==> config.mk <==
export PLATFORM = sky130hd
export DESIGN_NAME = ncpu_fetch_top
export DESIGN_NICKNAME = d
export VERILOG_FILES = /design/src/rtl/ncpu_cfg_pkg.sv /design/src/rtl/ncpu_bus_pkg.sv /design/src/rtl/ncpu_fetch_top.sv /design/src/rtl/ncpu_i_mmu.sv /design/src/rtl/ncpu_icache.sv /design/src/rtl/ncpu_ifu.sv
export SDC_FILE = /design/constraint.sdc
export NUM_CORES = 1
export LEC_CHECK = 0
export BUFFER_PORTS_ARGS = -buffer_cell sky130_fd_sc_hd__buf_2
export CORE_MARGIN = 2
export CORE_UTILIZATION = 56
export DETAILED_ROUTE_END_ITERATION = 16
export PLACE_DENSITY = 0.76
export SLEW_MARGIN = 40
export SYNTH_ARGS = -nofsm -noshare
export SYNTH_HDL_FRONTEND = slang
export SYNTH_HIERARCHICAL = 1
export SYNTH_SLANG_ARGS = --single-unit
==> constraint.sdc <==
create_clock -name clk -period 5.6 [get_ports clk]
set_clock_uncertainty 0.15 [all_clocks]
set_input_delay 0.28 -clock clk [delete_from_list [all_inputs] [get_ports clk]]
set_output_delay 0.28 -clock clk [all_outputs]
set_load 0.02 [all_outputs]
==> src/rtl/ncpu_cfg_pkg.sv <==
// CPU configuration shared by every fetch-path block.
// widths, reset vector and the two views of an instruction word
`default_nettype none

package ncpu_cfg_pkg;

   // address and instruction widths
   localparam int unsigned ncpu_aw = 32;
   localparam int unsigned ncpu_iw = 32;

   // first fetch address out of reset
   localparam logic [ncpu_aw-1:0] ncpu_erst_vector = 32'h0000_0100;

   // page offset width, the rest of the address is the page number
   localparam int unsigned ncpu_page_bits = 12;

   // opcode of the unconditional jump
   localparam logic [5:0] opc_jmp = 6'h01;

   // one instruction word, decoded two ways
   typedef union packed {
      // generic register/immediate form
      struct packed {
         logic [5:0]  opc;
         logic [4:0]  rd;
         logic [4:0]  rs;
         logic [15:0] imm;
      } gen;
      // jump form, offs counts words and is signed
      struct packed {
         logic [5:0]  opc;
         logic [25:0] offs;
      } jmp;
   } ncpu_insn_u;

endpackage

`default_nettype wire

==> src/rtl/ncpu_bus_pkg.sv <==
// Payload structs for the channels between fetch stages and to memory.
// every channel pairs one of these with its own valid/ready
`default_nettype none

package ncpu_bus_pkg;

   // fetch command, ifu to mmu
   typedef struct packed {
      // virtual fetch address
      logic [ncpu_cfg_pkg::ncpu_aw-1:0] addr;
   } fetch_cmd_t;

   // fetch response, mmu to ifu and ifu to the outside
   typedef struct packed {
      logic [ncpu_cfg_pkg::ncpu_iw-1:0] insn;
      // virtual address the word was fetched from
      logic [ncpu_cfg_pkg::ncpu_aw-1:0] id;
   } fetch_rsp_t;

   // cache command, mmu to icache
   typedef struct packed {
      // translated address used for index and tag
      logic [ncpu_cfg_pkg::ncpu_aw-1:0] paddr;
      // virtual address, carried through untouched
      logic [ncpu_cfg_pkg::ncpu_aw-1:0] id;
   } icache_cmd_t;

   // cache response, icache to mmu
   typedef struct packed {
      logic [ncpu_cfg_pkg::ncpu_iw-1:0] insn;
      logic [ncpu_cfg_pkg::ncpu_aw-1:0] id;
   } icache_rsp_t;

   // tlb entry write, from outside into the mmu
   typedef struct packed {
      // entry to overwrite
      logic [1:0] idx;
      // virtual page number
      logic [ncpu_cfg_pkg::ncpu_aw-ncpu_cfg_pkg::ncpu_page_bits-1:0] vpn;
      // physical page number
      logic [ncpu_cfg_pkg::ncpu_aw-ncpu_cfg_pkg::ncpu_page_bits-1:0] ppn;
      // entry enable, 0 retires the entry
      logic valid;
   } tlb_wr_t;

   // memory read request from the cache refill
   typedef struct packed {
      // byte address of the word, low two bits zero
      logic [ncpu_cfg_pkg::ncpu_aw-1:0] addr;
   } mem_req_t;

endpackage

`default_nettype wire

==> src/rtl/ncpu_fetch_top.sv <==
// Fetch front end. chains ifu -> immu -> icache and exposes the
// tlb write port, the instruction output and the memory port.
`timescale 1ns/100ps
`default_nettype none

module ncpu_fetch_top #(
   parameter int unsigned tlb_entries  = 4,
   parameter int unsigned icache_lines = 16
) (
   input  wire                             clk,
   input  wire                             rst_n,
   input  wire                             tlb_we,
   input  wire ncpu_bus_pkg::tlb_wr_t      tlb_wr,
   output logic                            insn_valid,
   output ncpu_bus_pkg::fetch_rsp_t        insn,
   input  wire                             insn_ready,
   output logic                            mem_req_valid,
   output ncpu_bus_pkg::mem_req_t          mem_req,
   input  wire                             mem_req_ready,
   input  wire                             mem_rsp_valid,
   input  wire [ncpu_cfg_pkg::ncpu_iw-1:0] mem_rsp_data
);

   // ifu <-> immu
   logic                        fetch_cmd_valid;
   logic                        fetch_cmd_ready;
   ncpu_bus_pkg::fetch_cmd_t    fetch_cmd;
   logic                        fetch_rsp_valid;
   logic                        fetch_rsp_ready;
   ncpu_bus_pkg::fetch_rsp_t    fetch_rsp;

   // immu <-> icache
   logic                        icache_cmd_valid;
   logic                        icache_cmd_ready;
   ncpu_bus_pkg::icache_cmd_t   icache_cmd;
   logic                        icache_rsp_valid;
   logic                        icache_rsp_ready;
   ncpu_bus_pkg::icache_rsp_t   icache_rsp;

   ncpu_ifu u_ifu (
      .clk             (clk),
      .rst_n           (rst_n),
      .fetch_cmd_valid (fetch_cmd_valid),
      .fetch_cmd       (fetch_cmd),
      .fetch_cmd_ready (fetch_cmd_ready),
      .fetch_rsp_valid (fetch_rsp_valid),
      .fetch_rsp       (fetch_rsp),
      .fetch_rsp_ready (fetch_rsp_ready),
      .insn_valid      (insn_valid),
      .insn            (insn),
      .insn_ready      (insn_ready)
   );

   ncpu_i_mmu #(
      .tlb_entries (tlb_entries)
   ) u_i_mmu (
      .clk              (clk),
      .rst_n            (rst_n),
      .fetch_cmd_valid  (fetch_cmd_valid),
      .fetch_cmd        (fetch_cmd),
      .fetch_cmd_ready  (fetch_cmd_ready),
      .fetch_rsp_valid  (fetch_rsp_valid),
      .fetch_rsp        (fetch_rsp),
      .fetch_rsp_ready  (fetch_rsp_ready),
      .tlb_we           (tlb_we),
      .tlb_wr           (tlb_wr),
      .icache_cmd_valid (icache_cmd_valid),
      .icache_cmd       (icache_cmd),
      .icache_cmd_ready (icache_cmd_ready),
      .icache_rsp_valid (icache_rsp_valid),
      .icache_rsp       (icache_rsp),
      .icache_rsp_ready (icache_rsp_ready)
   );

   ncpu_icache #(
      .icache_lines (icache_lines)
   ) u_icache (
      .clk              (clk),
      .rst_n            (rst_n),
      .icache_cmd_valid (icache_cmd_valid),
      .icache_cmd       (icache_cmd),
      .icache_cmd_ready (icache_cmd_ready),
      .icache_rsp_valid (icache_rsp_valid),
      .icache_rsp       (icache_rsp),
      .icache_rsp_ready (icache_rsp_ready),
      .mem_req_valid    (mem_req_valid),
      .mem_req          (mem_req),
      .mem_req_ready    (mem_req_ready),
      .mem_rsp_valid    (mem_rsp_valid),
      .mem_rsp_data     (mem_rsp_data)
   );

endmodule

`default_nettype wire

==> src/rtl/ncpu_i_mmu.sv <==
// Instruction MMU. accepts one fetch, translates it through a small
// software-loaded TLB and forwards it to the instruction cache.
`timescale 1ns/100ps
`default_nettype none

module ncpu_i_mmu #(
   parameter int unsigned tlb_entries = 4
) (
   input  wire                            clk,
   input  wire                            rst_n,
   input  wire                            fetch_cmd_valid,
   input  wire ncpu_bus_pkg::fetch_cmd_t  fetch_cmd,
   output logic                           fetch_cmd_ready,
   output logic                           fetch_rsp_valid,
   output ncpu_bus_pkg::fetch_rsp_t       fetch_rsp,
   input  wire                            fetch_rsp_ready,
   input  wire                            tlb_we,
   input  wire ncpu_bus_pkg::tlb_wr_t     tlb_wr,
   output logic                           icache_cmd_valid,
   output ncpu_bus_pkg::icache_cmd_t      icache_cmd,
   input  wire                            icache_cmd_ready,
   input  wire                            icache_rsp_valid,
   input  wire ncpu_bus_pkg::icache_rsp_t icache_rsp,
   output logic                           icache_rsp_ready
);

   localparam int unsigned aw    = ncpu_cfg_pkg::ncpu_aw;
   localparam int unsigned pgb   = ncpu_cfg_pkg::ncpu_page_bits;
   localparam int unsigned vpn_w = aw - pgb;

   // mmu fsm
   localparam logic ms_idle      = 1'b0;
   localparam logic ms_translate = 1'b1;

   logic                   status_q;
   // cache command not yet taken
   logic                   cmd_pend_q;
   logic [aw-1:0]          id_q;
   logic [aw-1:0]          paddr_q;
   logic [aw-1:0]          paddr_nxt;

   // fully associative tlb
   logic [tlb_entries-1:0] tlb_v_q;
   logic [vpn_w-1:0]       tlb_vpn_q [tlb_entries];
   logic [vpn_w-1:0]       tlb_ppn_q [tlb_entries];
   logic                   tlb_hit;
   logic [vpn_w-1:0]       hit_ppn;

   logic                   hds_cmd;
   logic                   hds_icache_cmd;
   logic                   hds_rsp;

   assign hds_cmd        = fetch_cmd_valid & fetch_cmd_ready;
   assign hds_icache_cmd = icache_cmd_valid & icache_cmd_ready;
   assign hds_rsp        = fetch_rsp_valid & fetch_rsp_ready;

   // only take a command when idle
   assign fetch_cmd_ready = (status_q == ms_idle);

   assign icache_cmd_valid = cmd_pend_q;
   assign icache_cmd       = '{paddr: paddr_q, id: id_q};

   // response passes straight through to the ifu
   assign fetch_rsp_valid  = icache_rsp_valid & (status_q == ms_translate);
   assign fetch_rsp        = '{insn: icache_rsp.insn, id: icache_rsp.id};
   assign icache_rsp_ready = fetch_rsp_ready;

   // page match on the incoming virtual address
   always_comb begin
      tlb_hit = 1'b0;
      hit_ppn = '0;
      for (int i = 0; i < tlb_entries; i++) begin
         if (tlb_v_q[i] && (tlb_vpn_q[i] == fetch_cmd.addr[aw-1:pgb])) begin
            tlb_hit = 1'b1;
            hit_ppn = tlb_ppn_q[i];
         end
      end
   end

   // a miss just passes the address through
   assign paddr_nxt = tlb_hit ? {hit_ppn, fetch_cmd.addr[pgb-1:0]} : fetch_cmd.addr;

   always_ff @(posedge clk or negedge rst_n) begin
      if (!rst_n) begin
         status_q   <= ms_idle;
         cmd_pend_q <= 1'b0;
      end else begin
         if (hds_cmd) begin
            status_q <= ms_translate;
         end else if (hds_rsp) begin
            status_q <= ms_idle;
         end
         // cache command shows up the cycle after acceptance
         if (hds_cmd) begin
            cmd_pend_q <= 1'b1;
         end else if (hds_icache_cmd) begin
            cmd_pend_q <= 1'b0;
         end
      end
   end

   // translated address and id, captured at acceptance
   always_ff @(posedge clk) begin
      if (hds_cmd) begin
         paddr_q <= paddr_nxt;
         id_q    <= fetch_cmd.addr;
      end
   end

   // tlb valid bits
   always_ff @(posedge clk or negedge rst_n) begin
      if (!rst_n) begin
         tlb_v_q <= '0;
      end else if (tlb_we) begin
         tlb_v_q[tlb_wr.idx] <= tlb_wr.valid;
      end
   end

   // tlb page numbers
   always_ff @(posedge clk) begin
      if (tlb_we) begin
         tlb_vpn_q[tlb_wr.idx] <= tlb_wr.vpn;
         tlb_ppn_q[tlb_wr.idx] <= tlb_wr.ppn;
      end
   end

endmodule

`default_nettype wire

==> src/rtl/ncpu_icache.sv <==
// Direct-mapped instruction cache, one word per line.
// a miss refills the line from the memory port, then responds
`timescale 1ns/100ps
`default_nettype none

module ncpu_icache #(
   parameter int unsigned icache_lines = 16
) (
   input  wire                            clk,
   input  wire                            rst_n,
   input  wire                            icache_cmd_valid,
   input  wire ncpu_bus_pkg::icache_cmd_t icache_cmd,
   output logic                           icache_cmd_ready,
   output logic                           icache_rsp_valid,
   output ncpu_bus_pkg::icache_rsp_t      icache_rsp,
   input  wire                            icache_rsp_ready,
   output logic                           mem_req_valid,
   output ncpu_bus_pkg::mem_req_t         mem_req,
   input  wire                            mem_req_ready,
   input  wire                            mem_rsp_valid,
   input  wire [ncpu_cfg_pkg::ncpu_iw-1:0] mem_rsp_data
);

   localparam int unsigned aw    = ncpu_cfg_pkg::ncpu_aw;
   localparam int unsigned iw    = ncpu_cfg_pkg::ncpu_iw;
   localparam int unsigned idx_w = $clog2(icache_lines);
   // above the index and the byte offset
   localparam int unsigned tag_w = aw - idx_w - 2;

   typedef enum logic [2:0] {
      cs_idle,
      cs_lookup,
      cs_refill_req,
      cs_refill_wait,
      cs_respond
   } cache_state_e;

   cache_state_e               state_q;
   cache_state_e               state_nxt;
   ncpu_bus_pkg::icache_cmd_t  cmd_q;
   logic [iw-1:0]              rsp_data_q;

   // line storage
   logic [icache_lines-1:0]    line_v_q;
   logic [tag_w-1:0]           tag_arr [icache_lines];
   logic [iw-1:0]              data_arr [icache_lines];

   logic [idx_w-1:0]           idx;
   logic [tag_w-1:0]           tag;
   logic                       hit;
   logic                       hds_cmd;
   logic                       refill_done;

   assign hds_cmd = icache_cmd_valid & icache_cmd_ready;

   // word address split
   assign idx = cmd_q.paddr[idx_w+1:2];
   assign tag = cmd_q.paddr[aw-1:idx_w+2];
   assign hit = line_v_q[idx] & (tag_arr[idx] == tag);

   assign refill_done = (state_q == cs_refill_wait) & mem_rsp_valid;

   assign icache_cmd_ready = (state_q == cs_idle);

   // hit answers straight from the array in the lookup cycle
   assign icache_rsp_valid = ((state_q == cs_lookup) & hit) | (state_q == cs_respond);
   assign icache_rsp.insn  = (state_q == cs_lookup) ? data_arr[idx] : rsp_data_q;
   assign icache_rsp.id    = cmd_q.id;

   // refill reads the whole word
   assign mem_req_valid = (state_q == cs_refill_req);
   assign mem_req       = '{addr: {cmd_q.paddr[aw-1:2], 2'b00}};

   always_comb begin
      state_nxt = state_q;
      case (state_q)
         cs_idle: begin
            if (hds_cmd) begin
               state_nxt = cs_lookup;
            end
         end
         cs_lookup: begin
            if (hit && icache_rsp_ready) begin
               state_nxt = cs_idle;
            end else if (hit) begin
               // stalled hit, park in respond
               state_nxt = cs_respond;
            end else begin
               state_nxt = cs_refill_req;
            end
         end
         cs_refill_req: begin
            if (mem_req_ready) begin
               state_nxt = cs_refill_wait;
            end
         end
         cs_refill_wait: begin
            if (mem_rsp_valid) begin
               state_nxt = cs_respond;
            end
         end
         cs_respond: begin
            if (icache_rsp_ready) begin
               state_nxt = cs_idle;
            end
         end
         default: begin
            state_nxt = cs_idle;
         end
      endcase
   end

   always_ff @(posedge clk or negedge rst_n) begin
      if (!rst_n) begin
         state_q <= cs_idle;
      end else begin
         state_q <= state_nxt;
      end
   end

   // line valid bits, all empty out of reset
   always_ff @(posedge clk or negedge rst_n) begin
      if (!rst_n) begin
         line_v_q <= '0;
      end else if (refill_done) begin
         line_v_q[idx] <= 1'b1;
      end
   end

   // command, response word and line fill
   always_ff @(posedge clk) begin
      if (hds_cmd) begin
         cmd_q <= icache_cmd;
      end
      // lookup copy keeps a stalled hit stable in respond
      if (state_q == cs_lookup) begin
         rsp_data_q <= data_arr[idx];
      end else if (refill_done) begin
         rsp_data_q <= mem_rsp_data;
      end
      if (refill_done) begin
         tag_arr[idx]  <= tag;
         data_arr[idx] <= mem_rsp_data;
      end
   end

endmodule

`default_nettype wire

==> src/rtl/ncpu_ifu.sv <==
// Fetch stage. holds the PC, issues one fetch at a time and
// pre-decodes the returned word to pick the next PC.
`timescale 1ns/100ps
`default_nettype none

module ncpu_ifu (
   input  wire                           clk,
   input  wire                           rst_n,
   output logic                          fetch_cmd_valid,
   output ncpu_bus_pkg::fetch_cmd_t      fetch_cmd,
   input  wire                           fetch_cmd_ready,
   input  wire                           fetch_rsp_valid,
   input  wire ncpu_bus_pkg::fetch_rsp_t fetch_rsp,
   output logic                          fetch_rsp_ready,
   output logic                          insn_valid,
   output ncpu_bus_pkg::fetch_rsp_t      insn,
   input  wire                           insn_ready
);

   localparam int unsigned aw = ncpu_cfg_pkg::ncpu_aw;

   // issue a command, or wait for the word to leave
   localparam logic is_issue = 1'b0;
   localparam logic is_wait  = 1'b1;

   localparam logic [aw-1:0] insn_bytes = 'd4;

   logic                       state_q;
   logic [aw-1:0]              pc_q;
   logic [aw-1:0]              pc_nxt;
   logic                       out_valid_q;
   ncpu_bus_pkg::fetch_rsp_t   out_q;
   ncpu_cfg_pkg::ncpu_insn_u   dec;
   logic [aw-1:0]              jmp_offs;
   logic                       hds_cmd;
   logic                       hds_rsp;
   logic                       hds_out;

   assign hds_cmd = fetch_cmd_valid & fetch_cmd_ready;
   assign hds_rsp = fetch_rsp_valid & fetch_rsp_ready;
   assign hds_out = insn_valid & insn_ready;

   // command goes out whenever we are in the issue state
   assign fetch_cmd_valid = (state_q == is_issue);
   assign fetch_cmd       = '{addr: pc_q};

   // output slot empty, so a response can land
   assign fetch_rsp_ready = ~out_valid_q;

   assign insn_valid = out_valid_q;
   assign insn       = out_q;

   // pre-decode of the word sitting in the output slot
   assign dec = out_q.insn;

   // word offset to bytes, sign extended
   assign jmp_offs = {{(aw-28){dec.jmp.offs[25]}}, dec.jmp.offs, 2'b00};

   always_comb begin
      // opcode of the generic view decides if the jump view is valid
      if (dec.gen.opc == ncpu_cfg_pkg::opc_jmp) begin
         pc_nxt = out_q.id + jmp_offs;
      end else begin
         pc_nxt = out_q.id + insn_bytes;
      end
   end

   // issue/wait flag and PC
   always_ff @(posedge clk or negedge rst_n) begin
      if (!rst_n) begin
         state_q <= is_issue;
         pc_q    <= ncpu_cfg_pkg::ncpu_erst_vector;
      end else begin
         if (hds_cmd) begin
            state_q <= is_wait;
         end else if (hds_out) begin
            // next command one cycle after the word leaves
            state_q <= is_issue;
            pc_q    <= pc_nxt;
         end
      end
   end

   // output slot valid
   always_ff @(posedge clk or negedge rst_n) begin
      if (!rst_n) begin
         out_valid_q <= 1'b0;
      end else if (hds_rsp) begin
         out_valid_q <= 1'b1;
      end else if (hds_out) begin
         out_valid_q <= 1'b0;
      end
   end

   // payload held until the outside takes it
   always_ff @(posedge clk) begin
      if (hds_rsp) begin
         out_q <= fetch_rsp;
      end
   end

endmodule

`default_nettype wire

==> results.md <==
* Core area at 96,400 µm²
* Residual DRC count at 0
* Syn. warnings at 6
* WL per Instance at 29.1 µm
* Switching portion of total power at 25.8%
* Final Hold Viols at 0
* Non-filler cells in the finished layout at 4,533
* Worst Tran Pin Value at 0.890 ns
* CTS Buf Count at 137
* Layout cells sized above 1 at 24.1%
* Post-Synthesis Cells at 2,899
* Reg-to-Reg End: u_ifu/insn[24]$_DFFE_PP_
* RSZ-0062 raised after global routing: no
* # placed instances at 4,208
* Clock transition at the registers of the reported paths at 0.06 ns
* I/O Buffers at 176
* Final ANT Viol Nets at 0
* CTS Root Cell: clkbuf_16
* R2R cell count at 11
* RePlAce Congestion at 0.884
* Max-Cap Viols at 0
* Sequential share of power at 50.4%
* Tcrit/Tclk final at 83.5%
* CTS tree: built
* Max-slew violations at 0
* Antenna violations before repair at 15
* Chip width at 315 µm
* Htree depth at 4
* Setup slack, reg-to-reg at 0.93 ns
* Clock insertion delay at the later pin of the skew report at 0.75 ns
* Routed wire length at 132,000 µm
* Slew HR at 40.7%
* Final setup vio count at 0
* 1st-iter DRT viols at 4,009
* Gate power share at 14.1%
* Worst-case vdd ir drop at 382 µV
* Post-DP HPWL at 76,600 µm
* Outcome: finished, final reports clean
* Worst Path Required at 5.83 ns
* Initial Util at 56.3%
* Leak pwr at 21.0 nW
* Die Y at 315 µm
* Rows at 114
* CTS sink cnt at 1,361
* DIE AREA at 99,400 µm²
* Pin count of the biggest net entering global routing at 72
* CP Capture Type: flop
* Fin crit period at 4.67 ns
* Vias per cell at 6.32
* Clock Path Buffers at 3
* Vias in the first global route at 28,700
* Critical path type: flop to flop
* Routed vias at 28,600
* Data arrival, critical path at 4.91 ns
* First-pass GRT wire length at 192,000 µm
* Ports at 179
* # Post-CTS Setup Buffers at 0
* CP max FO at 34
* Total gr overflow at 0
* GRT Resource Usage Total at 26.9%
* Nets at 3,261
* Min-delay worst type: primary input to async pin
* Sw Pwr at 6.42 mW
* P_int at 18.5 mW
* Clock power share at 35.6%
* Setup_tns at 0 ns
* Cell Area, Synth at 54,300 µm²
* Max Clk Rate at 214 MHz
* P per Cell Area at 404 nW/µm²
* Drt pass-1 iters at 5
* Syn_area_per_cell at 18.7 µm²
* Critical Path Start Type: flop
* Area Growth Syn to Fin at 13.5%
-- power by group through the flow --
| stage | clock, mW | combinational [mW] | sequential (mW) |
|---|---|---|---|
| 6_report | 8.85 | 3.51 | 12.5 |
| 3_3_place_gp | 0 | 3.29 | 12.7 |
| 4_1_cts | 8.97 | 3.48 | 12.5 |
| 5_1_grt | 9.35 | 3.74 | 12.6 |
| 3_5_place_dp | 0 | 3.40 | 12.7 |
| 2_1_floorplan | 0 | 2.76 | 12.4 |
-- final cells by class --
| cell class | instances | area (µm²) |
|---|---|---|
| sequential | 1361 | 40500 |
| fill | 6432 | 34800 |
| multi-input combinational | 1283 | 12500 |
| clock buffer | 173 | 3620 |
| timing repair buffer | 329 | 2520 |
| tap | 1276 | 1600 |
| clock inverter | 70 | 718 |
| inverter | 38 | 145 |
| antenna | 3 | 7.51 |
-- routing by layer --
metal | vias to the layer above | wire length (µm) | part of all wire, % | GRT usage [%]
met5 | - | 74 | 0.056 | 0
met4 | 12 | 3320 | 2.5 | 8.10
met3 | 216 | 12800 | 9.7 | 5.19
met2 | 1649 | 64600 | 49 | 42.8
met1 | 14900 | 51300 | 39 | 38.4
li1 | 11900 | - | - | -
-- worst max-delay path, stage by stage (launching register included) --
cell,delay [ns]
dfxtp_4,0.67
buf_12,0.32
mux4_2,0.55
mux4_2,0.51
xnor2_1,0.19
nand4_1,0.24
nor4_2,0.35
nand3_1,0.27
o21ai_1,0.22
and2_1,0.18
nor2b_4,0.16
buf_4,0.44
-- sequential cells by signal, indices dropped and copies added, names as in the netlist, 20 cells and up, named ones only --
name and count:
u_icache/data_arr 512, u_icache/mem_req 30, u_ifu/fetch_cmd 32, u_icache/icache_rsp 32, u_ifu/insn 32, u_i_mmu/paddr_q 20
u_i_mmu/id_q 32, u_icache/tag_arr 416, u_icache/rsp_data_q 32, u_ifu/dec 32, u_i_mmu/tlb_ppn_q 80, u_i_mmu/tlb_vpn_q 80
-- repair_timing --
| item | in CTS | in global routing |
|---|---|---|
| hold endpoints to repair | 774 | 0 |
| gates resized for setup | 0 | 0 |
| hold buffers | 77 | 0 |
-- worst max-delay path by stage --
stage	from	to	slack [ns]	depth (start not counted)
after floorplan	u_icache/state_q[2]$_DFFE_PN0P_	u_icache/line_v_q[8]$_DFFE_PN0P_	0.001	7
final	flop	u_ifu/insn[24]$_DFFE_PP_	0.93	11
after global placement	flop	u_ifu/insn[28]$_DFFE_PP_	0.91	11
after CTS	flop	u_ifu/insn[2]$_DFFE_PP_	0.94	11
after global routing	flop	u_ifu/insn[2]$_DFFE_PP_	0.73	13
after detailed placement	flop	u_ifu/insn[27]$_DFFE_PP_	0.97	11
-- through the flow --
stage               area [µm²]  setup WS, ns  hold slack (ns)  total power, mW  utilization (%)
finish                   61600         0.926          0.00856             24.9             63.9
CTS                      61600         0.943           0.0818             25.0             63.9
detailed placement       56500         0.972            0.255             16.1             58.6
global route             61600         0.726           0.0733             25.7             63.9
global placement         56300         0.905            0.251             16.0             58.4
floorplan                54300       0.00138           -0.166             15.1                -
-- cell usage in the layout, fill, tap and decap left out, types with 51 or more instances in the layout --
master / n
dfrtp_1: 58
dlygate4sd3_1: 77
buf_2: 176
nand2_1: 286
clkbuf_16: 139
xor2_1: 59
edfxtp_1: 1298
a21oi_1: 51
mux4_2: 255
nor2_1: 69
xnor2_1: 52
Note: power is estimated with default switching activity, not from simulation.
